### src/verilog/gb_ctrl_pkg.sv
package gb_ctrl_pkg;

	////////////////////////////////////////
	// Download port
	////////////////////////////////////////

	typedef logic [24:0] dl_addr_t;
	typedef logic [15:0] dl_word_t;

	typedef struct packed {
		logic     active;
		logic     wr;
		dl_addr_t addr;
		dl_word_t data;
	} dl_bus_t;

	typedef enum logic [1:0] {
		DL_NONE,
		DL_CART,
		DL_PALETTE,
		DL_CHEAT
	} dl_target_e;

	// File index values sent by the host
	localparam logic [7:0] FT_CART_GB  = 8'h01;
	localparam logic [7:0] FT_CART_GBC = 8'h41;
	localparam logic [7:0] FT_CART_ALT = 8'h80;
	localparam logic [7:0] FT_PALETTE  = 8'd3;
	localparam logic [7:0] FT_CHEAT    = 8'hff;

	////////////////////////////////////////
	// Palette and cheats
	////////////////////////////////////////

	typedef logic [23:0] color_t;

	// Color 1 sits in the top bits
	typedef struct packed {
		color_t c1;
		color_t c2;
		color_t c3;
		color_t c4;
	} palette_t;

	localparam logic [127:0] PALETTE_DEFAULT = 128'h8282_1451_7356_305a_5f1a_3b49_0000_0000;

	typedef struct packed {
		logic [31:0] flags;
		logic [31:0] address;
		logic [31:0] compare;
		logic [31:0] replace;
	} cheat_code_t;

	////////////////////////////////////////
	// SD image and backup RAM
	////////////////////////////////////////

	typedef logic [31:0] sd_lba_t;
	typedef logic [7:0]  buff_addr_t;
	typedef logic [16:0] bk_addr_t;

	typedef struct packed {
		sd_lba_t lba;
		logic    rd;
		logic    wr;
	} sd_req_t;

	typedef struct packed {
		bk_addr_t addr;
		dl_word_t data;
		logic     wr;
	} bk_bus_t;

	typedef enum logic {
		BLK_RAM,
		BLK_RTC
	} block_kind_e;

	typedef struct packed {
		logic [31:0] timestamp;
		logic [31:0] savedtime;
	} rtc_words_t;

	typedef enum logic [1:0] {
		BK_IDLE,
		BK_REQ,
		BK_WAIT_DONE,
		BK_NEXT
	} backup_state_e;

	// Read-back value for RTC block words past the time fields
	localparam dl_word_t RTC_FILL = 16'hffff;

endpackage

### src/verilog/backup_port.sv
`timescale 1ns/1ps

module backup_port (
	input  gb_ctrl_pkg::block_kind_e kind,
	input  logic [7:0]               lba_low,
	input  logic                     sd_ack,
	input  gb_ctrl_pkg::buff_addr_t  sd_buff_addr,
	input  gb_ctrl_pkg::dl_word_t    sd_buff_dout,
	input  logic                     sd_buff_wr,
	input  gb_ctrl_pkg::dl_word_t    bk_q,
	input  gb_ctrl_pkg::rtc_words_t  rtc,
	output gb_ctrl_pkg::bk_bus_t     bk,
	output logic                     rtc_wr,
	output gb_ctrl_pkg::dl_word_t    sd_buff_din
);

	logic buff_wr;

	// Buffer writes only count while the host acknowledges the block
	assign buff_wr = sd_buff_wr & sd_ack;

	////////////////////////////////////////
	// Write path
	////////////////////////////////////////

	assign bk.addr = {1'b0, lba_low, sd_buff_addr};
	assign bk.data = sd_buff_dout;
	assign bk.wr   = buff_wr & (kind == gb_ctrl_pkg::BLK_RAM);
	assign rtc_wr  = buff_wr & (kind == gb_ctrl_pkg::BLK_RTC);

	////////////////////////////////////////
	// Read-back path
	////////////////////////////////////////

	always_comb begin
		if (kind == gb_ctrl_pkg::BLK_RAM) begin
			sd_buff_din = bk_q;
		end else begin
			// Only the first 8 bytes of the RTC block carry data
			case (sd_buff_addr)
				8'd0:    sd_buff_din = rtc.timestamp[15:0];
				8'd1:    sd_buff_din = rtc.timestamp[31:16];
				8'd2:    sd_buff_din = rtc.savedtime[15:0];
				8'd3:    sd_buff_din = rtc.savedtime[31:16];
				default: sd_buff_din = gb_ctrl_pkg::RTC_FILL;
			endcase
		end
	end

endmodule

### src/verilog/backup_sequencer.sv
`timescale 1ns/1ps

module backup_sequencer (
	input  logic                     clk_sys,
	input  logic                     reset,
	input  logic                     cart_done,
	input  logic                     save_enabled,
	input  logic                     has_save,
	input  logic                     img_size_nz,
	input  logic                     bk_load_cmd,
	input  logic                     bk_save_cmd,
	input  logic                     autosave,
	input  logic                     osd_open,
	input  logic                     cram_wr,
	input  logic [7:0]               ram_mask,
	input  logic                     rtc_inuse,
	input  logic                     sd_ack,
	output gb_ctrl_pkg::sd_req_t     sd,
	output gb_ctrl_pkg::block_kind_e kind,
	output logic                     busy,
	output logic                     save_pending
);

	gb_ctrl_pkg::backup_state_e state;
	gb_ctrl_pkg::sd_req_t       sd_q;

	logic loading;
	logic ack_q;
	logic load_q;
	logic save_q;
	logic load_edge;
	logic save_edge;
	logic save_req;
	logic load_start;
	logic save_start;
	logic last_block;

	// Autosave fires when the menu opens over unsaved cart RAM
	assign save_req   = bk_save_cmd | (save_pending & osd_open & autosave);
	assign load_start = save_enabled & (load_edge | (cart_done & img_size_nz));
	assign save_start = save_enabled & save_edge;

	// With RTC in use one extra block follows the last RAM block
	assign last_block = rtc_inuse ? (sd_q.lba[7:0] > ram_mask) : (sd_q.lba[7:0] >= ram_mask);

	always_ff @(posedge clk_sys) begin
		if (reset) begin
			load_q       <= 1'b0;
			save_q       <= 1'b0;
			load_edge    <= 1'b0;
			save_edge    <= 1'b0;
			ack_q        <= 1'b0;
			save_pending <= 1'b0;
		end else begin
			load_q    <= bk_load_cmd;
			save_q    <= save_req;
			load_edge <= bk_load_cmd & ~load_q;
			save_edge <= save_req & ~save_q;
			ack_q     <= sd_ack;
			if (cram_wr & ~osd_open & has_save & save_enabled)
				save_pending <= 1'b1;
			else if (busy)
				save_pending <= 1'b0;
		end
	end

	////////////////////////////////////////
	// Block transfer FSM
	////////////////////////////////////////

	always_ff @(posedge clk_sys) begin
		if (reset) begin
			state   <= gb_ctrl_pkg::BK_IDLE;
			sd_q    <= '0;
			loading <= 1'b0;
		end else begin
			case (state)
				gb_ctrl_pkg::BK_IDLE: begin
					if (load_start | save_start) begin
						sd_q.lba <= '0;
						sd_q.rd  <= load_start;
						sd_q.wr  <= ~load_start;
						loading  <= load_start;
						state    <= gb_ctrl_pkg::BK_REQ;
					end
				end
				gb_ctrl_pkg::BK_REQ: begin
					if (sd_ack & ~ack_q) begin
						sd_q.rd <= 1'b0;
						sd_q.wr <= 1'b0;
						state   <= gb_ctrl_pkg::BK_WAIT_DONE;
					end
				end
				// Host drops ack once the block is through
				gb_ctrl_pkg::BK_WAIT_DONE: begin
					if (~sd_ack)
						state <= gb_ctrl_pkg::BK_NEXT;
				end
				gb_ctrl_pkg::BK_NEXT: begin
					if (last_block) begin
						loading <= 1'b0;
						state   <= gb_ctrl_pkg::BK_IDLE;
					end else begin
						sd_q.lba <= sd_q.lba + 32'd1;
						sd_q.rd  <= loading;
						sd_q.wr  <= ~loading;
						state    <= gb_ctrl_pkg::BK_REQ;
					end
				end
				default: state <= gb_ctrl_pkg::BK_IDLE;
			endcase
		end
	end

	assign sd   = sd_q;
	assign busy = (state != gb_ctrl_pkg::BK_IDLE);
	assign kind = (sd_q.lba[7:0] > ram_mask) ? gb_ctrl_pkg::BLK_RTC : gb_ctrl_pkg::BLK_RAM;

	a_rd_wr_excl : assert property (@(posedge clk_sys) disable iff (reset)
		!(sd.rd && sd.wr));

endmodule

### src/verilog/cheat_loader.sv
`timescale 1ns/1ps

module cheat_loader (
	input  logic                     clk_sys,
	input  logic                     reset,
	input  gb_ctrl_pkg::dl_bus_t     dl,
	input  gb_ctrl_pkg::dl_target_e  target,
	output gb_ctrl_pkg::cheat_code_t code,
	output logic                     code_valid
);

	gb_ctrl_pkg::cheat_code_t code_q;
	logic                     cheat_wr;
	logic                     other_dl;

	assign cheat_wr = dl.wr && (target == gb_ctrl_pkg::DL_CHEAT);
	assign other_dl = (target == gb_ctrl_pkg::DL_CART) || (target == gb_ctrl_pkg::DL_PALETTE);

	always_ff @(posedge clk_sys) begin
		if (reset) begin
			code_q     <= '0;
			code_valid <= 1'b0;
		end else begin
			code_valid <= 1'b0;
			if (other_dl) begin
				code_q <= '0;
			end else if (cheat_wr) begin
				// First word of the file starts a fresh code list
				if (dl.addr == '0)
					code_q <= '0;
				// One code is 16 bytes, fields are low half first
				case (dl.addr[3:0])
					4'd0:  code_q.flags[15:0]    <= dl.data;
					4'd2:  code_q.flags[31:16]   <= dl.data;
					4'd4:  code_q.address[15:0]  <= dl.data;
					4'd6:  code_q.address[31:16] <= dl.data;
					4'd8:  code_q.compare[15:0]  <= dl.data;
					4'd10: code_q.compare[31:16] <= dl.data;
					4'd12: code_q.replace[15:0]  <= dl.data;
					4'd14: begin
						code_q.replace[31:16] <= dl.data;
						code_valid            <= 1'b1;
					end
					default: ;
				endcase
			end
		end
	end

	assign code = code_q;

	// Consecutive codes are at least one word write apart
	a_valid_single : assert property (@(posedge clk_sys) disable iff (reset)
		code_valid |=> !code_valid);

endmodule

### src/verilog/download_decoder.sv
`timescale 1ns/1ps

module download_decoder (
	input  logic                    clk_sys,
	input  logic                    reset,
	input  gb_ctrl_pkg::dl_bus_t    dl,
	input  logic [7:0]              dl_index,
	input  logic                    img_mounted,
	input  logic                    img_readonly,
	output gb_ctrl_pkg::dl_target_e target,
	output logic                    cart_done,
	output logic                    save_enabled,
	output logic                    dl_active
);

	logic cart_now;
	logic cart_q;

	// Index to target, only while a download runs
	always_comb begin
		target = gb_ctrl_pkg::DL_NONE;
		if (dl.active) begin
			case (dl_index)
				gb_ctrl_pkg::FT_CART_GB,
				gb_ctrl_pkg::FT_CART_GBC,
				gb_ctrl_pkg::FT_CART_ALT: target = gb_ctrl_pkg::DL_CART;
				gb_ctrl_pkg::FT_PALETTE:  target = gb_ctrl_pkg::DL_PALETTE;
				gb_ctrl_pkg::FT_CHEAT:    target = gb_ctrl_pkg::DL_CHEAT;
				default:                  target = gb_ctrl_pkg::DL_NONE;
			endcase
		end
	end

	assign cart_now  = (target == gb_ctrl_pkg::DL_CART);
	assign dl_active = dl.active;

	always_ff @(posedge clk_sys) begin
		if (reset) begin
			cart_q       <= 1'b0;
			cart_done    <= 1'b0;
			save_enabled <= 1'b0;
		end else begin
			cart_q    <= cart_now;
			cart_done <= cart_q & ~cart_now;

			// New cartridge forgets the previous save image
			if (cart_now & ~cart_q)
				save_enabled <= 1'b0;
			// The save image is mounted before the cart download ends
			if (cart_now & img_mounted & ~img_readonly)
				save_enabled <= 1'b1;
		end
	end

endmodule

### src/verilog/ff_control.sv
`timescale 1ns/1ps

module ff_control #(
	parameter int unsigned hold_cycles = 3200000
) (
	input  logic        clk_sys,
	input  logic        reset,
	input  logic        ff_button,
	input  logic        dl_active,
	input  logic        osd_open,
	input  logic        ff_mute_en,
	input  logic [15:0] audio_l,
	input  logic [15:0] audio_r,
	output logic        fast_forward,
	output logic [15:0] audio_l_out,
	output logic [15:0] audio_r_out
);

	localparam int cnt_w = $clog2(hold_cycles + 1);
	typedef logic [cnt_w-1:0] hold_cnt_t;

	logic      btn;
	logic      btn_q;
	logic      ff_latch;
	logic      was_latched;
	hold_cnt_t hold_cnt;

	// Button is ignored during downloads and with the menu up
	assign btn = ff_button & ~dl_active & ~osd_open;

	always_ff @(posedge clk_sys) begin
		if (reset) begin
			btn_q        <= 1'b0;
			ff_latch     <= 1'b0;
			was_latched  <= 1'b0;
			hold_cnt     <= '0;
			fast_forward <= 1'b0;
		end else begin
			btn_q <= btn;
			if (btn && hold_cnt < hold_cnt_t'(hold_cycles))
				hold_cnt <= hold_cnt + 1'b1;
			// Press
			if (btn & ~btn_q) begin
				ff_latch <= 1'b0;
				hold_cnt <= '0;
			end
			// Release, a short tap toggles the latch on every other tap
			if (~btn & btn_q) begin
				was_latched <= 1'b0;
				if (hold_cnt < hold_cnt_t'(hold_cycles) && !was_latched) begin
					was_latched <= 1'b1;
					ff_latch    <= 1'b1;
				end
			end
			fast_forward <= btn_q | ff_latch;
		end
	end

	assign audio_l_out = (fast_forward && ff_mute_en) ? 16'd0 : audio_l;
	assign audio_r_out = (fast_forward && ff_mute_en) ? 16'd0 : audio_r;

endmodule

### src/verilog/gb_ctrl_top.sv
`timescale 1ns/1ps

module gb_ctrl_top #(
	parameter int unsigned ff_hold_cycles = 3200000
) (
	input  logic                     clk_sys,
	input  logic                     reset,
	// Host download and image
	input  gb_ctrl_pkg::dl_bus_t     dl,
	input  logic [7:0]               dl_index,
	input  logic                     img_mounted,
	input  logic                     img_readonly,
	input  logic                     img_size_nz,
	// Menu and cart status
	input  logic                     bk_load_cmd,
	input  logic                     bk_save_cmd,
	input  logic                     autosave,
	input  logic                     osd_open,
	input  logic                     cram_wr,
	input  logic                     has_save,
	input  logic [7:0]               ram_mask,
	input  logic                     rtc_inuse,
	input  gb_ctrl_pkg::rtc_words_t  rtc,
	input  gb_ctrl_pkg::dl_word_t    bk_q,
	// SD block buffer
	input  logic                     sd_ack,
	input  gb_ctrl_pkg::buff_addr_t  sd_buff_addr,
	input  gb_ctrl_pkg::dl_word_t    sd_buff_dout,
	input  logic                     sd_buff_wr,
	// Fast forward and audio
	input  logic                     ff_button,
	input  logic                     ff_mute_en,
	input  logic [15:0]              audio_l,
	input  logic [15:0]              audio_r,
	output gb_ctrl_pkg::palette_t    palette,
	output gb_ctrl_pkg::cheat_code_t code,
	output logic                     code_valid,
	output logic                     fast_forward,
	output logic [15:0]              audio_l_out,
	output logic [15:0]              audio_r_out,
	output gb_ctrl_pkg::sd_req_t     sd,
	output gb_ctrl_pkg::bk_bus_t     bk,
	output logic                     rtc_wr,
	output gb_ctrl_pkg::dl_word_t    sd_buff_din,
	output logic                     busy,
	output logic                     led_user
);

	gb_ctrl_pkg::dl_target_e  target;
	gb_ctrl_pkg::block_kind_e kind;
	logic                     cart_done;
	logic                     save_enabled;
	logic                     dl_active;
	logic                     save_pending;

	download_decoder i_download_decoder (
		.clk_sys      (clk_sys),
		.reset        (reset),
		.dl           (dl),
		.dl_index     (dl_index),
		.img_mounted  (img_mounted),
		.img_readonly (img_readonly),
		.target       (target),
		.cart_done    (cart_done),
		.save_enabled (save_enabled),
		.dl_active    (dl_active)
	);

	palette_store i_palette_store (
		.clk_sys (clk_sys),
		.reset   (reset),
		.dl      (dl),
		.target  (target),
		.palette (palette)
	);

	cheat_loader i_cheat_loader (
		.clk_sys    (clk_sys),
		.reset      (reset),
		.dl         (dl),
		.target     (target),
		.code       (code),
		.code_valid (code_valid)
	);

	ff_control #(
		.hold_cycles (ff_hold_cycles)
	) i_ff_control (
		.clk_sys      (clk_sys),
		.reset        (reset),
		.ff_button    (ff_button),
		.dl_active    (dl_active),
		.osd_open     (osd_open),
		.ff_mute_en   (ff_mute_en),
		.audio_l      (audio_l),
		.audio_r      (audio_r),
		.fast_forward (fast_forward),
		.audio_l_out  (audio_l_out),
		.audio_r_out  (audio_r_out)
	);

	backup_sequencer i_backup_sequencer (
		.clk_sys      (clk_sys),
		.reset        (reset),
		.cart_done    (cart_done),
		.save_enabled (save_enabled),
		.has_save     (has_save),
		.img_size_nz  (img_size_nz),
		.bk_load_cmd  (bk_load_cmd),
		.bk_save_cmd  (bk_save_cmd),
		.autosave     (autosave),
		.osd_open     (osd_open),
		.cram_wr      (cram_wr),
		.ram_mask     (ram_mask),
		.rtc_inuse    (rtc_inuse),
		.sd_ack       (sd_ack),
		.sd           (sd),
		.kind         (kind),
		.busy         (busy),
		.save_pending (save_pending)
	);

	backup_port i_backup_port (
		.kind         (kind),
		.lba_low      (sd.lba[7:0]),
		.sd_ack       (sd_ack),
		.sd_buff_addr (sd_buff_addr),
		.sd_buff_dout (sd_buff_dout),
		.sd_buff_wr   (sd_buff_wr),
		.bk_q         (bk_q),
		.rtc          (rtc),
		.bk           (bk),
		.rtc_wr       (rtc_wr),
		.sd_buff_din  (sd_buff_din)
	);

	// Lit while loading or with unsaved cart RAM
	assign led_user = dl_active | save_pending;

endmodule

### src/verilog/palette_store.sv
`timescale 1ns/1ps

module palette_store (
	input  logic                    clk_sys,
	input  logic                    reset,
	input  gb_ctrl_pkg::dl_bus_t    dl,
	input  gb_ctrl_pkg::dl_target_e target,
	output gb_ctrl_pkg::palette_t   palette
);

	logic [127:0] palette_q;
	logic         pal_wr;

	assign pal_wr = dl.wr && (target == gb_ctrl_pkg::DL_PALETTE);

	// Palette file holds big-endian bytes, the download word is little-endian
	always_ff @(posedge clk_sys) begin
		if (reset) begin
			palette_q <= gb_ctrl_pkg::PALETTE_DEFAULT;
		end else if (pal_wr) begin
			palette_q <= {palette_q[111:0], dl.data[7:0], dl.data[15:8]};
		end
	end

	// Low 32 bits are padding in the file
	assign palette = palette_q[127:32];

endmodule
### config.mk
export PLATFORM = sky130hd
export DESIGN_NAME = gb_ctrl_top
export DESIGN_NICKNAME = d
export VERILOG_FILES = /design/src/verilog/gb_ctrl_pkg.sv /design/src/verilog/backup_port.sv /design/src/verilog/backup_sequencer.sv /design/src/verilog/cheat_loader.sv /design/src/verilog/download_decoder.sv /design/src/verilog/ff_control.sv /design/src/verilog/gb_ctrl_top.sv /design/src/verilog/palette_store.sv
export SDC_FILE = /design/constraint.sdc
export NUM_CORES = 1
export LEC_CHECK = 0
export CAP_MARGIN = 30
export CORE_AREA = 2 2 231 233
export CTS_CLUSTER_DIAMETER = 150
export DETAILED_ROUTE_END_ITERATION = 12
export DIE_AREA = 0 0 233 235
export DONT_BUFFER_PORTS = 1
export PLACE_DENSITY = 0.5
export SYNTH_ARGS = -nofsm -noshare
export SYNTH_HDL_FRONTEND = slang
export SYNTH_HIERARCHICAL = 1
export SYNTH_SLANG_ARGS = --single-unit
export TNS_END_PERCENT = 10
### constraint.sdc
create_clock -name clk_sys -period 6.3 [get_ports clk_sys]
set_input_delay 0.945 -clock clk_sys [delete_from_list [all_inputs] [get_ports clk_sys]]
set_output_delay 0.945 -clock clk_sys [all_outputs]
set_load 0.02 [all_outputs]
==> flow_metrics.tcl, run 1 <==
set metrics [dict create \
    status "completed" \
    post-route-drc-count 0 \
    cts_made_buffers 38 \
    ys_seq_area_share_pct 42.59 \
    clkSinkCount 329 \
    postCtsSetupRepairBufs 0 \
    ant_nets 0 \
    dpl_worst_slack_ns 2.025 \
    root_buffer "clkbuf_16" \
    path_cells "inv_1 -> ha_1 -> nor2b_1 -> o211a_1 -> o21ai_0 -> nor2b_1 -> a21oi_1 -> buf_4 -> or3b_1 -> o32a_1" \
    timing.critical_path.to "sd_buff_din[5]" \
    ir_drop_mv 0.2243 \
    drtIter0Drc 942 \
    maxCapViolations 0 \
    routedWlPerCell_um 21.69 \
    fp.dieArea_um2 54760 \
    final_cell_mix "dfxtp_1 (329), nand3_1 (151), mux2i_1 (133), nand2b_1 (131), nor2_1 (113)" \
    grt_max_degree 240 \
    hold_buffers 0 \
    ys.flop_type "dfxtp_1" \
    antenna_found_initial 10 \
    cts.clk_slew.worst_paths_ns 0.06 \
    synth.avg_cell_area_um2 9.217 \
    cts_resized 0 \
    p_per_area_nw_per_um2 281.4 \
    routabilityCongestion 0.9600 \
    synth_nets 1906 \
    ios 556 \
    finalSetupTns_ns 0 \
    slowest_delay_ns 0.68 \
    synthCells 1678 \
    grt_pass1_wl_mm 69.38 \
    synth-edff-count 0 \
    setup_ws_ns 1.691 \
    final_util_pct 31.24 \
    areaGrowthSynthToFinish_pct 5.510 \
    hold_viol_final 0 \
    reg2reg_slack_ns 3.05 \
    setup_viol 0 \
    r2r_start "i_backup_sequencer/sd[4]" \
    insertion_delay_ns 0.55 \
    die_w_um 233 \
    p_leak_uw 0.005315 \
    hpwl_mm 34.60 \
    final.min_clock_period_ns 4.609 \
    slew_headroom_pct 28.67 \
    grt_setup_unrepaired "false" \
    grt_usage_pct 16.44 \
    synth_area_um2 15470 \
    via_per_inst 5.302 \
    critPathKind "flop to output pin" \
    grt_pass1_vias 10750 \
    regToRegEndpoint "i_backup_sequencer/sd[11]" \
    die_h_um 235 \
    cpMostUsedCell "nor2b_1" \
    required_ns 5.35 \
    rows 84 \
    grt_overflow 0 \
    cp.depth 10 \
    crit_family "compound AO/OA/AOI/OAI gates" \
    startpoint_type "flop" \
    vias 11690 \
    worst-path-max-fanout 19 \
    initial_utilization_pct 29.61 \
    finClkSkew_ns 0.01112 \
    yosys_register_bits 329 \
    reg2reg_depth 8 \
    tightestPinTransition_ns 1.070 \
    slowest_stage "dfxtp_1" \
    first_pass_iters 5 \
    hold_class "flop to flop" \
    max_freq_mhz 217.0 \
    slew_viol_final 0 \
    numPortBuffers 0 \
    yosys_warnings 6 \
    startpoint "i_backup_sequencer/sd[2]" \
    clockBufferDepth 3 \
    arrival_ns 3.66 \
    wirelength_mm 47.82 \
    cp-end-kind "output pin" \
    synth_cell_types 78 \
    core_um2 52240 \
    cts_max_level 2 \
    nNetsFinal 1711 \
    synthArstFlopShare_pct 0 \
    drive_gt1_share_pct 8.339 \
    cp_num_buf_inv 2 \
    finalCritPeriodShare_pct 73.16 \
    cts_tree "built" \
    final_common_cell "dfxtp_1" \
]
cell type report:
class	count	area (um2)
Clock inverter	12	188.9
Timing Repair Buffer	16	231.5
Tap cell	688	860.8
Multi-Input combinational cell	1075	7209
Clock buffer	56	1140
Sequential cell	329	6586
Inverter	23	86.33
Fill cell	5393	35920
Antenna cell	6	15.01
worst min-delay path by stage:
| stage | end | cells after the start | start | slack, ns |
|---|---|---|---|---|
| after floorplan | i_backup_sequencer/load_edge | 1 | i_backup_sequencer/load_q | 0.37 |
| after global placement | i_backup_sequencer/save_edge | 1 | i_backup_sequencer/save_q | 0.38 |
| after detailed placement | i_backup_sequencer/load_edge | 1 | i_backup_sequencer/load_q | 0.38 |
| after CTS | i_backup_sequencer/load_edge | 1 | i_backup_sequencer/load_q | 0.39 |
| after global routing | i_backup_sequencer/save_edge | 1 | i_backup_sequencer/save_q | 0.42 |
| final | i_backup_sequencer/save_edge | 1 | i_backup_sequencer/save_q | 0.39 |
cells by family (layout without fill, tap and decap cells):
group | count (synthesis) | in the layout | share of synthesized area, %
flip-flops | 329 | 329 | 42.59
multiplexers | 151 | 151 | 11.08
AO/OA/AOI/OAI | 267 | 267 | 11.33
other | 1 | 7 | 0.02425
adder cells (fa/ha/maj) | 17 | 17 | 1.375
buffers and inverters | 274 | 107 | 10.91
AND/OR/NAND/NOR | 624 | 624 | 21.84
XOR/XNOR | 15 | 15 | 0.8495
cell usage after synthesis (all sizes together), types with 8 or more instances:
cell type	number	area share (%)
a21oi	56	1.8
a311oi	13	0.74
a31oi	10	0.40
and2	35	1.4
and3	10	0.41
and4	8	0.45
buf	192	8.9
clkbuf	59	1.4
dfxtp	329	43
ha	17	1.4
inv	23	0.56
mux2i	133	8.6
mux4	16	2.3
nand2	79	1.9
nand2b	131	5.3
nand3	151	4.9
nand4	15	0.61
nor2	115	2.8
nor2b	9	0.36
nor3	20	0.82
nor4	8	0.52
o21ai	25	0.81
o22ai	112	4.5
o32a	16	1.0
or3	9	0.40
xnor2	15	0.85
layer usage:
layer	track usage, %	vias to the layer above	part of all wire, %
li1	-	5457	-
met1	21.58	5668	42
met2	24.76	486	45
met3	6.626	72	11
met4	4.594	8	2.0
met5	0	-	0.11
where the power goes:
group | total (uW) | switching [uW] | internal [uW]
Clock | 2330 | 907 | 1430
Combinational | 170 | 107 | 63.0
Sequential | 2090 | 4.39 | 2080
Total | 4590 | 1020 | 3570
stage by stage:
stage / instance area [um2] / std cells / hold WS [ns] / power [uW]
2_1_floorplan: 15470 / 1678 / 0.3674 / 2312
3_3_place_gp: 14840 / 2124 / 0.3818 / 2301
3_5_place_dp: 14970 / 2131 / 0.3830 / 2304
4_1_cts: 16300 / 2199 / 0.3950 / 4668
5_1_grt: 16310 / 2200 / 0.4198 / 4769
6_report: 16320 / 2205 / 0.3935 / 4592
flip-flops by register name, summed over array words and instances, names as in the netlist, 2 cells and up:
signal / count
i_palette_store/palette_q: 128
i_backup_sequencer/sd: 34
i_backup_sequencer/state: 2
i_cheat_loader/code: 128
i_ff_control/hold_cnt: 22
Power figures use the tool's default switching activity.
==> run 2, diff against run 1 <==
- ABC_AREA: default -> 1
- CORE_AREA: 2 2 231 233 -> 2 2 241 243
- DIE_AREA: 0 0 233 235 -> 0 0 243 245
- PLACE_DENSITY: 0.5 -> 0.52
- clock period: 6.3 -> 4.2 ns (I/O delays scaled with it)
==> flow_metrics.tcl, run 2 <==
set metrics [dict create \
    status "completed" \
    ios 556 \
    yosys-top-cells-area "dfxtp_1 (39%), nand2_1 (15%), nor2_1 (9.2%)" \
    pwr-share-comb_pct 8.6 \
    wirelength_mm 52.43 \
    seqPwrFrac_pct 44.7 \
    synth.avg_cell_area_um2 6.626 \
    routabilityCongestion 0.9215 \
    p_per_area_nw_per_um2 412.4 \
    synth_cell_types 48 \
    cts_tree "built" \
    grt_setup_unrepaired "false" \
    ys_seq_area_share_pct 38.83 \
    cp_num_buf_inv 3 \
    grt_pass1_wl_mm 79.89 \
    reg2reg_slack_ns 1.68 \
    yosys_register_bits 329 \
    slowest_stage "dfxtp_1" \
    postCtsSetupRepairBufs 0 \
    drive_gt1_share_pct 7.235 \
    antenna_found_initial 1 \
    cpMostUsedCell "nand2_1" \
    numPortBuffers 0 \
    first_pass_iters 7 \
    cp-end-kind "output pin" \
    yosysTopAreaCellShare_pct 38.83 \
    setup_ws_ns 0.5195 \
    rows 88 \
    startpoint "i_backup_sequencer/sd[2]" \
    regToRegEndpoint "i_backup_sequencer/sd[6]" \
    cp.depth 14 \
    swShare_pct 26.39 \
    hold_viol_final 0 \
    grt_pass1_vias 13950 \
    tightestPinTransition_ns 1.024 \
    pwr-share-clk_pct 46.7 \
    slowest_delay_ns 0.68 \
    synthTopCellsByCount "nand2_1 (683), nor2_1 (416), dfxtp_1 (329), inv_1 (255), nand3_1 (255)" \
    grt_usage_pct 16.82 \
    finClkSkew_ns 0.01497 \
    final.min_clock_period_ns 3.680 \
    synthCells 2560 \
    drtIter0Drc 1034 \
    cts.clk_slew.worst_paths_ns 0.06 \
    via_per_inst 4.662 \
    routedWlPerCell_um 16.61 \
    ys.flop_type "dfxtp_1" \
    finalSetupTns_ns 0 \
    yosys_warnings 6 \
    path_cells "inv_2 -> ha_1 -> inv_1 -> nand2_1 -> nand2_1 -> nand2_1 -> nand2_1 -> nand2_1 -> nand2_1 -> nand2_1 -> inv_1 -> nand2_4 -> nor2_1 -> nor2_1" \
    post-route-drc-count 0 \
    r2r_start "i_backup_sequencer/sd[2]" \
    p_leak_uw 0.007663 \
    hold_class "primary input to flop" \
    final_cell_mix "nand2_1 (683), nor2_1 (414), dfxtp_1 (329), nand3_1 (255), inv_1 (254)" \
    areaGrowthSynthToFinish_pct 4.566 \
    hold_buffers 0 \
    arrival_ns 3.05 \
    hpwl_mm 37.48 \
    die_w_um 243 \
    synthArstFlopShare_pct 0 \
    yosysTopAreaCell "dfxtp_1" \
    reg2reg_depth 9 \
    dpl_worst_slack_ns 0.7963 \
    max_freq_mhz 271.7 \
    synth-edff-count 0 \
    required_ns 3.57 \
    synth_nets 2788 \
    root_buffer "clkbuf_16" \
    maxCapViolations 0 \
    synth_area_um2 16960 \
    cts_made_buffers 40 \
    startpoint_type "flop" \
    grt_max_degree 97 \
    clockBufferDepth 3 \
    critPathKind "flop to output pin" \
    vias 14720 \
    yosysMostFrequentCell "nand2_1" \
    cts_max_level 2 \
    final_common_cell "nand2_1" \
    grt_overflow 0 \
    ir_drop_mv 0.2665 \
    fin_cells 3157 \
    core_um2 57030 \
    slew_viol_final 0 \
    place_inst 3085 \
    fp.dieArea_um2 59540 \
    p_int_uw 5385 \
    timing.critical_path.to "sd_buff_din[14]" \
    clkSinkCount 329 \
    setup_viol 0 \
    ant_nets 0 \
    initial_utilization_pct 29.74 \
    min_path_cells 1 \
    fill_cells 6289 \
    die_h_um 245 \
    cts_resized 0 \
    insertion_delay_ns 0.55 \
    min_from "reset" \
    crit_family "simple AND/OR/NAND/NOR gates" \
    finalCritPeriodShare_pct 87.63 \
    slew_headroom_pct 31.73 \
    p_sw_uw 1931 \
    worst-path-max-fanout 19 \
    nNetsFinal 2590 \
]
==> run 2: changes by cell type in the layout (fill, tap and decap cells not counted), sizes merged, moves of 16 or more <==
cell,delta
mux2i,-132
inv,+249
nand2b,-131
a21oi,+115
mux4,-16
and2,-33
nand2,+619
o21ai,+18
nand3,+117
nor2,+327
o32a,-16
o22ai,-112
==> run 2: area by class of cell <==
cell class	count	area (um2)	share of cell area [%]
timing repair buffer	23	210.2	1.185
sequential	329	6586	37.13
inverter	277	1044	5.883
clock inverter	13	157.7	0.8888
clock buffer	58	1149	6.476
tap	765	957.2	5.396
multi-input combinational	1691	7631	43.02
antenna	1	2.502	0.01411
==> run 2: power by group through the flow <==
stage	Clock (uW)	Combinational, uW	Sequential [uW]
floorplan	0	582	3320
global placement	0	623	3340
detailed placement	0	631	3340
CTS	3540	635	3270
global route	3660	710	3280
finish	3410	628	3270
==> run 2: how the worst min path moves through the flow <==
stage,to,slack [ns]
5_1_grt,i_backup_sequencer/sd[15],0.10
6_report,i_backup_sequencer/sd[18],0.14
4_1_cts,i_backup_sequencer/sd[18],0.10
3_5_place_dp,i_backup_sequencer/load_edge,0.38
2_1_floorplan,i_backup_sequencer/load_edge,0.37
3_3_place_gp,i_backup_sequencer/save_edge,0.38
==> run 2: routing by layer <==
metal	vias to the layer above	GRT usage, %	routed length (um)
met2	600	27.56	23950
met3	116	6.626	5636
met1	6626	19.18	20660
met5	-	0	0
li1	7375	-	-
met4	0	7.975	2177
==> run 2: kinds of logic (layout without fill, tap and decap cells) <==
| logic type | Yosys count | after routing | synth area share (%) |
|---|---|---|---|
| AOI/OAI and AO/OA | 223 | 223 | 6.985 |
| xor gates and xnor gates | 16 | 16 | 0.8262 |
| adders and majority gates | 17 | 17 | 1.254 |
| buffers and inverters | 540 | 371 | 16.29 |
| DFF | 329 | 329 | 38.83 |
| muxes | 1 | 1 | 0.05901 |
| other | 1 | 2 | 0.02211 |
| and+or+nand+nor | 1433 | 1433 | 35.74 |
==> run 2: worst reg2reg max path: cells and delay by family, from the launching register on <==
| kind | cells | cell delay, ns |
|---|---|---|
| AO/OA/AOI/OAI | 1 | 0.13 |
| adder cells (fa/ha/maj) | 1 | 0.31 |
| buffers and inverters | 1 | 0.15 |
| flip-flops | 1 | 0.68 |
| AND/OR/NAND/NOR | 6 | 1.17 |
==> run 2: through the flow <==
stage                     hold WS [ns]  area [um2]  total power (uW)  util [%]
after detailed placement        0.3847       16430              3970     28.80
final                           0.1380       17740              7315     31.10
after global routing            0.1038       17740              7644     31.10
after CTS                       0.1001       17730              7449     31.09
after floorplan                 0.3744       16960              3905         -
after global placement          0.3796       16410              3961     28.77
